$ cat src/hw/rvvi_bridge_consts.svh
/* Sizes and encodings for the single-hart RV32 trace bridge.
   Only six machine CSRs are captured; the queue depth must cover all
   outstanding data-bus accesses. */
`ifndef RVVI_BRIDGE_CONSTS_SVH
`define RVVI_BRIDGE_CONSTS_SVH

// Datapath widths
`define RVVI_XLEN      32
`define RVVI_NREG      32
`define RVVI_REG_AW    5
`define RVVI_ILEN      32
`define RVVI_ORDER_W   64

// Captured CSR set
`define RVVI_NCSR      6
`define RVVI_CSR_AW    12

// Machine CSR addresses, same order as the CSR index enum
`define RVVI_CSR_MSTATUS   `RVVI_CSR_AW'('h300)
`define RVVI_CSR_MIE       `RVVI_CSR_AW'('h304)
`define RVVI_CSR_MTVEC     `RVVI_CSR_AW'('h305)
`define RVVI_CSR_MSCRATCH  `RVVI_CSR_AW'('h340)
`define RVVI_CSR_MEPC      `RVVI_CSR_AW'('h341)
`define RVVI_CSR_MCAUSE    `RVVI_CSR_AW'('h342)

// NMI causes for data-bus errors
`define RVVI_NMI_LOAD      32'd1024
`define RVVI_NMI_STORE     32'd1025

// Event tracking
`define RVVI_LSQ_DEPTH     4
`define RVVI_HALT_HOLD     5

`endif

$ cat src/hw/rvfi_pkg.sv
/* Types on the core side of the bridge: one retirement record per cycle
   and one write port per captured CSR. */

`include "rvvi_bridge_consts.svh"

package rvfi_pkg;

   // Index into the captured CSR array
   typedef enum logic [2:0] {
      CSR_MSTATUS  = 3'd0,
      CSR_MIE      = 3'd1,
      CSR_MTVEC    = 3'd2,
      CSR_MSCRATCH = 3'd3,
      CSR_MEPC     = 3'd4,
      CSR_MCAUSE   = 3'd5
   } rvfi_csr_idx_e;

   // One CSR write port
   typedef struct packed {
      logic [`RVVI_XLEN-1:0] wdata;
      logic [`RVVI_XLEN-1:0] wmask;   // Bits written this retirement
   } rvfi_csr_t;

   // Retirement record as the core reports it
   typedef struct packed {
      logic                     valid;
      logic [`RVVI_ORDER_W-1:0] order;
      logic [`RVVI_ILEN-1:0]    insn;
      logic                     trap;
      logic [1:0]               mode;
      logic [`RVVI_XLEN-1:0]    pc_rdata;
      logic [`RVVI_XLEN-1:0]    pc_wdata;
      logic [`RVVI_REG_AW-1:0]  rd_addr;
      logic [`RVVI_XLEN-1:0]    rd_wdata;
   } rvfi_retire_t;

endpackage

$ cat src/hw/rvvi_pkg.sv
/* Types on the comparison-tool side: the registered trace record,
   register and CSR write-back, and the NMI event. */

`include "rvvi_bridge_consts.svh"

package rvvi_pkg;

   // Trace record, zero when nothing retired
   typedef struct packed {
      logic                     valid;
      logic [`RVVI_ORDER_W-1:0] order;
      logic [`RVVI_ILEN-1:0]    insn;
      logic                     trap;
      logic [1:0]               mode;
      logic [`RVVI_XLEN-1:0]    pc_rdata;
      logic [`RVVI_XLEN-1:0]    pc_wdata;
   } rvvi_trace_t;

   // GPR write-back, one-hot over the register file
   typedef struct packed {
      logic [`RVVI_NREG-1:0] x_wb;
      logic [`RVVI_XLEN-1:0] x_wdata;
   } rvvi_xreg_t;

   // One CSR trace entry
   typedef struct packed {
      logic                  wb;
      logic [`RVVI_XLEN-1:0] value;
   } rvvi_csr_trace_t;

   // Non-maskable interrupt with its cause
   typedef struct packed {
      logic                  nmi;
      logic [`RVVI_XLEN-1:0] cause;
   } rvvi_nmi_t;

endpackage

$ cat src/hw/retire_decode.sv
/* Purely combinational. Register 0 never shows a write-back, and every
   output is zero while the retirement is not valid. */
`timescale 1ns/10ps

`include "rvvi_bridge_consts.svh"

module retire_decode (
   input  rvfi_pkg::rvfi_retire_t    retire_i,
   input  rvfi_pkg::rvfi_csr_t       csr_i [`RVVI_NCSR],
   output rvvi_pkg::rvvi_trace_t     trace_o,
   output rvvi_pkg::rvvi_xreg_t      xreg_o,
   output rvvi_pkg::rvvi_csr_trace_t csr_o [`RVVI_NCSR]
);

   //////////////////////////////////////////////////////////////////////
   // Retirement record

   always_comb begin
      trace_o = '0;
      if (retire_i.valid) begin
         trace_o.valid    = 1'b1;
         trace_o.order    = retire_i.order;
         trace_o.insn     = retire_i.insn;
         trace_o.trap     = retire_i.trap;
         trace_o.mode     = retire_i.mode;
         // PC of this instruction and of the next one
         trace_o.pc_rdata = retire_i.pc_rdata;
         trace_o.pc_wdata = retire_i.pc_wdata;
      end
   end

   //////////////////////////////////////////////////////////////////////
   // GPR write-back

   logic rd_write;

   // x0 is hardwired, so a write to it is not reported
   assign rd_write = retire_i.valid && (retire_i.rd_addr != '0);

   always_comb begin
      xreg_o = '0;
      if (rd_write) begin
         xreg_o.x_wb    = `RVVI_NREG'(1) << retire_i.rd_addr;
         xreg_o.x_wdata = retire_i.rd_wdata;
      end
   end

   //////////////////////////////////////////////////////////////////////
   // CSR capture

   always_comb begin
      rvfi_pkg::rvfi_csr_idx_e idx;
      for (int i = 0; i < `RVVI_NCSR; i++) begin
         idx = rvfi_pkg::rvfi_csr_idx_e'(i);
         csr_o[idx] = '0;
         if (retire_i.valid) begin
            // Written when any mask bit is set
            csr_o[idx].wb    = |csr_i[idx].wmask;
            // Only the written bits carry a value
            csr_o[idx].value = csr_i[idx].wdata & csr_i[idx].wmask;
         end
      end
   end

endmodule

$ cat src/hw/hart_event_tracker.sv
/* Tracks outstanding data-bus accesses for the NMI cause and stretches
   the debug halt request. A push into a full queue without a pop is lost. */
`timescale 1ns/10ps

`include "rvvi_bridge_consts.svh"

module hart_event_tracker (
   input  logic                rvvi,
   input  logic                reset_i,
   input  logic                data_req_i,
   input  logic                data_we_i,
   input  logic                data_rvalid_i,
   input  logic                data_err_i,
   input  logic                debug_req_i,
   output rvvi_pkg::rvvi_nmi_t nmi_o,
   output logic                haltreq_o,
   output logic                lsq_underflow_o
);

   localparam int PTR_W  = $clog2(`RVVI_LSQ_DEPTH);
   localparam int CNT_W  = $clog2(`RVVI_LSQ_DEPTH + 1);
   localparam int HOLD_W = $clog2(`RVVI_HALT_HOLD + 1);

   //////////////////////////////////////////////////////////////////////
   // Load/store direction queue

   // One bit per access, 1 for a store
   logic [`RVVI_LSQ_DEPTH-1:0] lsq_mem;
   logic [PTR_W-1:0]           wr_ptr;
   logic [PTR_W-1:0]           rd_ptr;
   logic [CNT_W-1:0]           count;

   logic do_pop;
   logic do_push;
   logic underflow;
   logic pop_is_store;

   // Response with nothing outstanding pops nothing
   assign underflow    = data_rvalid_i && (count == '0);
   assign do_pop       = data_rvalid_i && (count != '0);
   // Full queue still accepts a push when a pop frees a slot
   assign do_push      = data_req_i && ((count != CNT_W'(`RVVI_LSQ_DEPTH)) || do_pop);
   assign pop_is_store = lsq_mem[rd_ptr];

   always_ff @(posedge rvvi) begin
      if (do_push) begin
         lsq_mem[wr_ptr] <= data_we_i;
      end
   end

   always_ff @(posedge rvvi) begin
      if (reset_i) begin
         wr_ptr <= '0;
         rd_ptr <= '0;
         count  <= '0;
      end else begin
         if (do_push) begin
            wr_ptr <= (wr_ptr == PTR_W'(`RVVI_LSQ_DEPTH - 1)) ? '0 : wr_ptr + 1'b1;
         end
         if (do_pop) begin
            rd_ptr <= (rd_ptr == PTR_W'(`RVVI_LSQ_DEPTH - 1)) ? '0 : rd_ptr + 1'b1;
         end
         // Simultaneous push and pop leave the count alone
         if (do_push && !do_pop) begin
            count <= count + 1'b1;
         end else if (do_pop && !do_push) begin
            count <= count - 1'b1;
         end
      end
   end

   //////////////////////////////////////////////////////////////////////
   // NMI and underflow pulses

   logic                  nmi_q;
   logic [`RVVI_XLEN-1:0] cause_q;
   logic                  underflow_q;

   always_ff @(posedge rvvi) begin
      if (reset_i) begin
         nmi_q       <= 1'b0;
         underflow_q <= 1'b0;
      end else begin
         // Single-cycle pulses, one cycle after the response
         nmi_q       <= do_pop && data_err_i;
         underflow_q <= underflow;
      end
   end

   // Cause follows the direction of the access being retired
   always_ff @(posedge rvvi) begin
      if (do_pop) begin
         cause_q <= pop_is_store ? `RVVI_NMI_STORE : `RVVI_NMI_LOAD;
      end
   end

   assign nmi_o.nmi       = nmi_q;
   assign nmi_o.cause     = cause_q;
   assign lsq_underflow_o = underflow_q;

   //////////////////////////////////////////////////////////////////////
   // Debug halt stretch

   logic [HOLD_W-1:0] hold_cnt;

   // Loaded with HOLD-1 since the flop already adds the first cycle
   always_ff @(posedge rvvi) begin
      if (reset_i) begin
         hold_cnt  <= '0;
         haltreq_o <= 1'b0;
      end else begin
         haltreq_o <= debug_req_i || (hold_cnt != '0);
         if (debug_req_i) begin
            hold_cnt <= HOLD_W'(`RVVI_HALT_HOLD - 1);
         end else if (hold_cnt != '0) begin
            hold_cnt <= hold_cnt - 1'b1;
         end
      end
   end

endmodule

$ cat src/hw/trace_result.sv
/* Output register stage for the trace path. Accepts a new record every
   cycle; all trace outputs change on the same edge. */
`timescale 1ns/10ps

`include "rvvi_bridge_consts.svh"

module trace_result (
   input  logic                      rvvi,
   input  logic                      reset_i,
   input  rvvi_pkg::rvvi_trace_t     trace_i,
   input  rvvi_pkg::rvvi_xreg_t      xreg_i,
   input  rvvi_pkg::rvvi_csr_trace_t csr_i [`RVVI_NCSR],
   output rvvi_pkg::rvvi_trace_t     trace_o,
   output rvvi_pkg::rvvi_xreg_t      xreg_o,
   output rvvi_pkg::rvvi_csr_trace_t csr_o [`RVVI_NCSR]
);

   //////////////////////////////////////////////////////////////////////
   // Record and GPR stage

   always_ff @(posedge rvvi) begin
      if (reset_i) begin
         trace_o <= '0;
         xreg_o  <= '0;
      end else begin
         // Decode already zeroes idle cycles
         trace_o <= trace_i;
         xreg_o  <= xreg_i;
      end
   end

   //////////////////////////////////////////////////////////////////////
   // CSR stage

   always_ff @(posedge rvvi) begin
      if (reset_i) begin
         csr_o <= '{default: '0};
      end else begin
         // Same edge as the record so the tool sees one consistent cycle
         for (int i = 0; i < `RVVI_NCSR; i++) begin
            csr_o[i] <= csr_i[i];
         end
      end
   end

endmodule

$ cat src/hw/rvvi_bridge.sv
/* Trace bridge for one RISC-V hart. Trace outputs lag the retirement by
   one cycle; inputs have no back-pressure and are taken when presented. */
`timescale 1ns/10ps

`include "rvvi_bridge_consts.svh"

module rvvi_bridge (
   input  logic                      rvvi,
   input  logic                      reset_i,
   input  rvfi_pkg::rvfi_retire_t    retire_i,
   input  rvfi_pkg::rvfi_csr_t       csr_i [`RVVI_NCSR],
   input  logic                      data_req_i,
   input  logic                      data_we_i,
   input  logic                      data_rvalid_i,
   input  logic                      data_err_i,
   input  logic                      debug_req_i,
   output rvvi_pkg::rvvi_trace_t     trace_o,
   output rvvi_pkg::rvvi_xreg_t      xreg_o,
   output rvvi_pkg::rvvi_csr_trace_t csr_o [`RVVI_NCSR],
   output rvvi_pkg::rvvi_nmi_t       nmi_o,
   output logic                      haltreq_o,
   output logic                      lsq_underflow_o
);

   //////////////////////////////////////////////////////////////////////
   // Decode to result, combinational

   rvvi_pkg::rvvi_trace_t     dec_trace;
   rvvi_pkg::rvvi_xreg_t      dec_xreg;
   rvvi_pkg::rvvi_csr_trace_t dec_csr [`RVVI_NCSR];

   retire_decode u_decode (
      .retire_i (retire_i),
      .csr_i    (csr_i),
      .trace_o  (dec_trace),
      .xreg_o   (dec_xreg),
      .csr_o    (dec_csr)
   );

   trace_result u_result (
      .rvvi    (rvvi),
      .reset_i (reset_i),
      .trace_i (dec_trace),
      .xreg_i  (dec_xreg),
      .csr_i   (dec_csr),
      .trace_o (trace_o),
      .xreg_o  (xreg_o),
      .csr_o   (csr_o)
   );

   //////////////////////////////////////////////////////////////////////
   // Asynchronous events

   // Bus and debug signals go straight to the tracker
   hart_event_tracker u_events (
      .rvvi            (rvvi),
      .reset_i         (reset_i),
      .data_req_i      (data_req_i),
      .data_we_i       (data_we_i),
      .data_rvalid_i   (data_rvalid_i),
      .data_err_i      (data_err_i),
      .debug_req_i     (debug_req_i),
      .nmi_o           (nmi_o),
      .haltreq_o       (haltreq_o),
      .lsq_underflow_o (lsq_underflow_o)
   );

endmodule

$ cat config.mk
export PLATFORM = sky130hd
export DESIGN_NAME = rvvi_bridge
export DESIGN_NICKNAME = d
export VERILOG_FILES = /design/src/hw/rvfi_pkg.sv /design/src/hw/rvvi_pkg.sv /design/src/hw/retire_decode.sv /design/src/hw/hart_event_tracker.sv /design/src/hw/trace_result.sv /design/src/hw/rvvi_bridge.sv
export VERILOG_INCLUDE_DIRS = /design/src /design/src/hw
export SDC_FILE = /design/constraint.sdc
export NUM_CORES = 1
export LEC_CHECK = 0
export BUFFER_PORTS_ARGS = -buffer_cell sky130_fd_sc_hd__buf_2
export CORE_AREA = 4 4 407 409
export DETAILED_ROUTE_END_ITERATION = 6
export DIE_AREA = 0 0 411 413
export GPL_TIMING_DRIVEN = 0
export HOLD_SLACK_MARGIN = 0.08
export PLACE_DENSITY_LB_ADDON = 0.2
export SYNTH_ARGS = -nofsm -noshare
export SYNTH_HDL_FRONTEND = slang
export SYNTH_SLANG_ARGS = --single-unit
export TNS_END_PERCENT = 10
$ cat constraint.sdc
create_clock -name rvvi -period 3.77 [get_ports rvvi]
set_input_delay 0.754 -clock rvvi [delete_from_list [all_inputs] [get_ports rvvi]]
set_output_delay 0.754 -clock rvvi [all_outputs]
set_load 0.1 [all_outputs]
==> results.sh <==
export IMPL_area_growth_pct=76.2
export IMPL_setup_slack_of_the_critical_path_after_layout_ns=1.26
export IMPL_grt_first_pass_wirelength_um=107000
export IMPL_place_worst_setup_slack_ns=0.228
export IMPL_post_synth_top_area_cell="sky130_fd_sc_hd__dfxtp_1"
export IMPL_finalWorstPathRequiredPeriod_ns=2.51
export IMPL_clock_root_buffer="sky130_fd_sc_hd__clkbuf_16"
export IMPL_worst_setup_hold_path_clk_slew_ns=0.06
export IMPL_die_area_um2=170000
export IMPL_r2r_setup_slack_ns=1.33
export IMPL_ys_types=38
export IMPL_synthArstFlopShare_pct=0
export IMPL_die_w_um=411
export IMPL_finish_instance_area_um2=22800
export IMPL_dr_wl_met2_um=43600
export IMPL_totalWireLength_um=84800
export IMPL_synth_fa_ha_area_share_pct=1.02
export IMPL_power_ir_vdd_worst_uv=393
export IMPL_worst_setup_path_start_kind="input port"
export IMPL_cp_data_arrival_time_ns=3.06
export IMPL_slew_viol_final=0
export IMPL_clkSinkCount=444
export IMPL_multiInputGateArea_um2=3640
export IMPL_worst_slew_margin_rel_pct=28.4
export IMPL_drt_pre_antenna_iters=5
export IMPL_post_synth_cell_area_avg_um2=11.9
export IMPL_clock_insertion_delay_worst_skew_ns=0.65
export IMPL_place_port_buffers=1021
export IMPL_yosys_most_used_dff="sky130_fd_sc_hd__dfxtp_1"
export IMPL_synth_simple_gate_area_share_pct=24.5
export IMPL_dpl_instance_area_um2=20900
export IMPL_worst_hold_stages=2
export IMPL_global_route_overflow_total=0
export IMPL_worst_flop_to_flop_path_endpoint="u_events.count[2]$_SDFFE_PP0P_"
export IMPL_wirelength_met1_um=31000
export IMPL_hpwlAfterDp_um=72800
export IMPL_synth_enable_flop_cells=5
export IMPL_combinational_family_with_the_most_area_after_synthesis="simple AND/OR/NAND/NOR gates"
export IMPL_reg2regPathDepth=7
export IMPL_min_from="retire_i[166]"
export IMPL_fp_coreArea_um2=162000
export IMPL_resized_cells_post_cts=0
export IMPL_reg2reg_from="u_events.count[0]$_SDFFE_PP0P_"
export IMPL_seqCellArea_um2=8940
export IMPL_netlist_area_leader_share_pct=67.8
export IMPL_wl_met3_um=7390
export IMPL_cts_buffers_inserted=57
export IMPL_io_pin_count=1053
export IMPL_grt_setup_unrepaired="false"
export IMPL_grt_max_degree=16
export IMPL_maxClockFrequency_mhz=399
export IMPL_setup_violations_final=0
export IMPL_die_height_um=413
export IMPL_worst_hold_path_type="input port to flop"
export IMPL_filler_cell_count=18600
export IMPL_synth_compound_area_share_pct=0.956
export IMPL_post_synth_instance_area_um2=13000
export IMPL_setup_tns_final_ns=0
export IMPL_topRoutingLayerUsed="met5"
export IMPL_detail_route_wl_per_cell_um=19.1
export IMPL_antenna_found_initial=44
export IMPL_number_of_vias_per_cell=2.80
export IMPL_p_per_area_nw_per_um2=557
export IMPL_htree_levels=2
export IMPL_post_cts_hold_buffer_count=0
export IMPL_synth_top_cells_by_area="sky130_fd_sc_hd__dfxtp_1 (68%), sky130_fd_sc_hd__and3_1 (9.3%), sky130_fd_sc_hd__and2_1 (8.5%)"
export IMPL_drc=0
export IMPL_final_layout_size_suffix_gt1_share_pct=52.7
export IMPL_hold_viol_final=0
export IMPL_outcome="finished, final reports clean"
export IMPL_tightest_slew_ns=1.06
export IMPL_post_synth_xor_area_fraction_pct=0.203
export IMPL_netlist_instances=1086
export IMPL_number_of_global_route_vias_before_repair=12500
export IMPL_portion_of_the_post_synthesis_area_used_by_sequential_elements_pct=69.0
export IMPL_num_vias=12400
export IMPL_total_leakage_power_uw=0.0116
export IMPL_nature_of_the_critical_path_endpoint="flop"
export IMPL_drt_antenna_violating_nets=0
export IMPL_global_route_usage_sum_pct=9.23
export IMPL_drt_first_iter_violations=562
export IMPL_place_congestion=0.835
export IMPL_design_final_nets=2800
export IMPL_synth_mux_area_share_pct=0.406
export IMPL_synth_warning_count=0
export IMPL_maximum_net_fanout_on_the_critical_path=10
export IMPL_post_cts_setup_buffer_count=0
export IMPL_finalPower_uw=12700
export IMPL_final_setup_skew_ns=0.0313
export IMPL_critPathRequiredTime_ns=4.32
export IMPL_tritoncts_clock_tree="built"
export IMPL_yosys_register_bits=444
export IMPL_timing_final_crit_share_pct=66.5
export IMPL_maxCapViolCount=0
export IMPL_hold_path_end="u_result.trace_o[129]$_SDFF_PP0_"
export IMPL_start_util_pct=8.00
export IMPL_rows=148
export IMPL_clock_tree_buffer_depth=3
export IMPL_final_hold_worst_slack_ns=0.304
export IMPL_critPathKind="input port to flop"
-- stage by stage --
step	utilization [%]	instances
floorplan	-	1116
global placement	12.9	4312
detailed placement	12.9	4314
CTS	14.1	4418
global route	14.1	4421
finish	14.1	4426
-- worst max-delay path by stage --
stage	startpoint	endpoint	slack, ns	cells after the start
3_5_place_dp	reset_i	u_result.csr_o[163]$_SDFF_PP0_	0.23	6
2_1_floorplan	data_rvalid_i	u_events.count[2]$_SDFFE_PP0P_	1.44	8
5_1_grt	reset_i	u_result.csr_o[163]$_SDFF_PP0_	0.88	6
3_3_place_gp	reset_i	u_result.csr_o[163]$_SDFF_PP0_	0.23	6
4_1_cts	reset_i	u_result.csr_o[163]$_SDFF_PP0_	0.96	6
6_report	reset_i	u_result.csr_o[163]$_SDFF_PP0_	1.26	6
-- layout by cell type (no fill, tap or decap), types with 2 or more instances in the layout --
cell type | netlist | routed
sky130_fd_sc_hd__inv_1 | 10 | 10
sky130_fd_sc_hd__clkbuf_1 | 38 | 52
sky130_fd_sc_hd__and2_4 | 23 | 23
sky130_fd_sc_hd__nor2_1 | 37 | 37
sky130_fd_sc_hd__mux2i_1 | 3 | 3
sky130_fd_sc_hd__nor4_1 | 48 | 47
sky130_fd_sc_hd__o21ai_0 | 3 | 3
sky130_fd_sc_hd__ha_1 | 9 | 9
sky130_fd_sc_hd__nand2_1 | 5 | 5
sky130_fd_sc_hd__clkbuf_8 | 0 | 15
sky130_fd_sc_hd__bufinv_16 | 0 | 2
sky130_fd_sc_hd__o21a_1 | 6 | 6
sky130_fd_sc_hd__edfxtp_1 | 5 | 5
sky130_fd_sc_hd__a21oi_1 | 7 | 7
sky130_fd_sc_hd__nand4_1 | 13 | 13
sky130_fd_sc_hd__diode_2 | 0 | 8
sky130_fd_sc_hd__buf_2 | 6 | 1028
sky130_fd_sc_hd__xor2_1 | 3 | 3
sky130_fd_sc_hd__buf_4 | 32 | 33
sky130_fd_sc_hd__conb_1 | 2 | 32
sky130_fd_sc_hd__nor2b_1 | 3 | 3
sky130_fd_sc_hd__dfxtp_1 | 439 | 439
sky130_fd_sc_hd__or3_1 | 2 | 2
sky130_fd_sc_hd__nand3_1 | 4 | 4
sky130_fd_sc_hd__buf_6 | 4 | 4
sky130_fd_sc_hd__and3_1 | 192 | 192
sky130_fd_sc_hd__clkbuf_16 | 0 | 58
sky130_fd_sc_hd__clkinv_2 | 0 | 7
sky130_fd_sc_hd__clkinvlp_4 | 0 | 5
sky130_fd_sc_hd__and2_1 | 176 | 176
sky130_fd_sc_hd__nor3_1 | 3 | 3
-- kinds of logic after synthesis --
kind of cell / count (synthesis)
adders and majority gates: 10
muxes: 4
DFF: 444
and+or+nand+nor: 515
other: 2
xor gates and xnor gates: 3
buffers and inverters: 90
AOI/OAI and AO/OA: 18
-- layer usage --
layer / vias to the layer above / track usage, %
met5: - / 0
met4: 18 / 3.27
met3: 154 / 3.16
met2: 676 / 16.7
met1: 5707 / 9.97
li1: 5825 / -
-- synthesized netlist by cell type (2+ instances only) --
master,n
sky130_fd_sc_hd__nand2_1,5
sky130_fd_sc_hd__xor2_1,3
sky130_fd_sc_hd__inv_1,10
sky130_fd_sc_hd__buf_2,6
sky130_fd_sc_hd__clkbuf_1,38
sky130_fd_sc_hd__conb_1,2
sky130_fd_sc_hd__buf_6,4
sky130_fd_sc_hd__nor3_1,3
sky130_fd_sc_hd__nor2_1,37
sky130_fd_sc_hd__nor4_1,48
sky130_fd_sc_hd__mux2i_1,3
sky130_fd_sc_hd__ha_1,9
sky130_fd_sc_hd__a21oi_1,7
sky130_fd_sc_hd__and2_4,23
sky130_fd_sc_hd__edfxtp_1,5
sky130_fd_sc_hd__o21ai_0,3
sky130_fd_sc_hd__buf_4,32
sky130_fd_sc_hd__or3_1,2
sky130_fd_sc_hd__nor2b_1,3
sky130_fd_sc_hd__and2_1,176
sky130_fd_sc_hd__dfxtp_1,439
sky130_fd_sc_hd__and3_1,192
sky130_fd_sc_hd__nand3_1,4
sky130_fd_sc_hd__nand4_1,13
sky130_fd_sc_hd__o21a_1,6
-- worst max-delay path: stages --
cell and delay (ns):
sky130_fd_sc_hd__buf_2 0.19, sky130_fd_sc_hd__nor2b_1 0.13, sky130_fd_sc_hd__buf_2 0.39, sky130_fd_sc_hd__buf_2 0.45, sky130_fd_sc_hd__clkbuf_1 0.75, sky130_fd_sc_hd__and3_1 0.37
-- flip-flops by register name, indices dropped and copies added, names as in the netlist --
register and flops:
u_events.rd_ptr 2, u_events.lsq_mem 4, u_events.nmi_q 1, u_events.count 3
u_events.haltreq_o 1, u_events.wr_ptr 2, u_result.trace_o 164, u_result.csr_o 198
u_events.lsq_underflow_o 1, u_events.cause_q 1, u_result.xreg_o 64, u_events.hold_cnt 3
-- area by class of cell --
| class | instances | share of cell area, % |
|---|---|---|
| diodes | 8 | 0.0877 |
| well taps | 2175 | 11.9 |
| clock inverters | 17 | 0.778 |
| plain buffers | 80 | 2.01 |
| multi-input cells | 582 | 16.0 |
| inverters | 10 | 0.164 |
| flip-flops and latches | 444 | 39.2 |
| repair buffers | 1023 | 22.4 |
| clock buffers | 87 | 7.49 |
-- power by group --
| group | internal, µW | switching (µW) | total [µW] | leakage [µW] |
|---|---|---|---|---|
| clock network | 3250 | 2250 | 5500 | 0.000917 |
| logic | 510 | 1740 | 2250 | 0.00702 |
| registers | 4890 | 72.7 | 4960 | 0.00363 |
No activity file was read; power rests on OpenSTA's default activity.
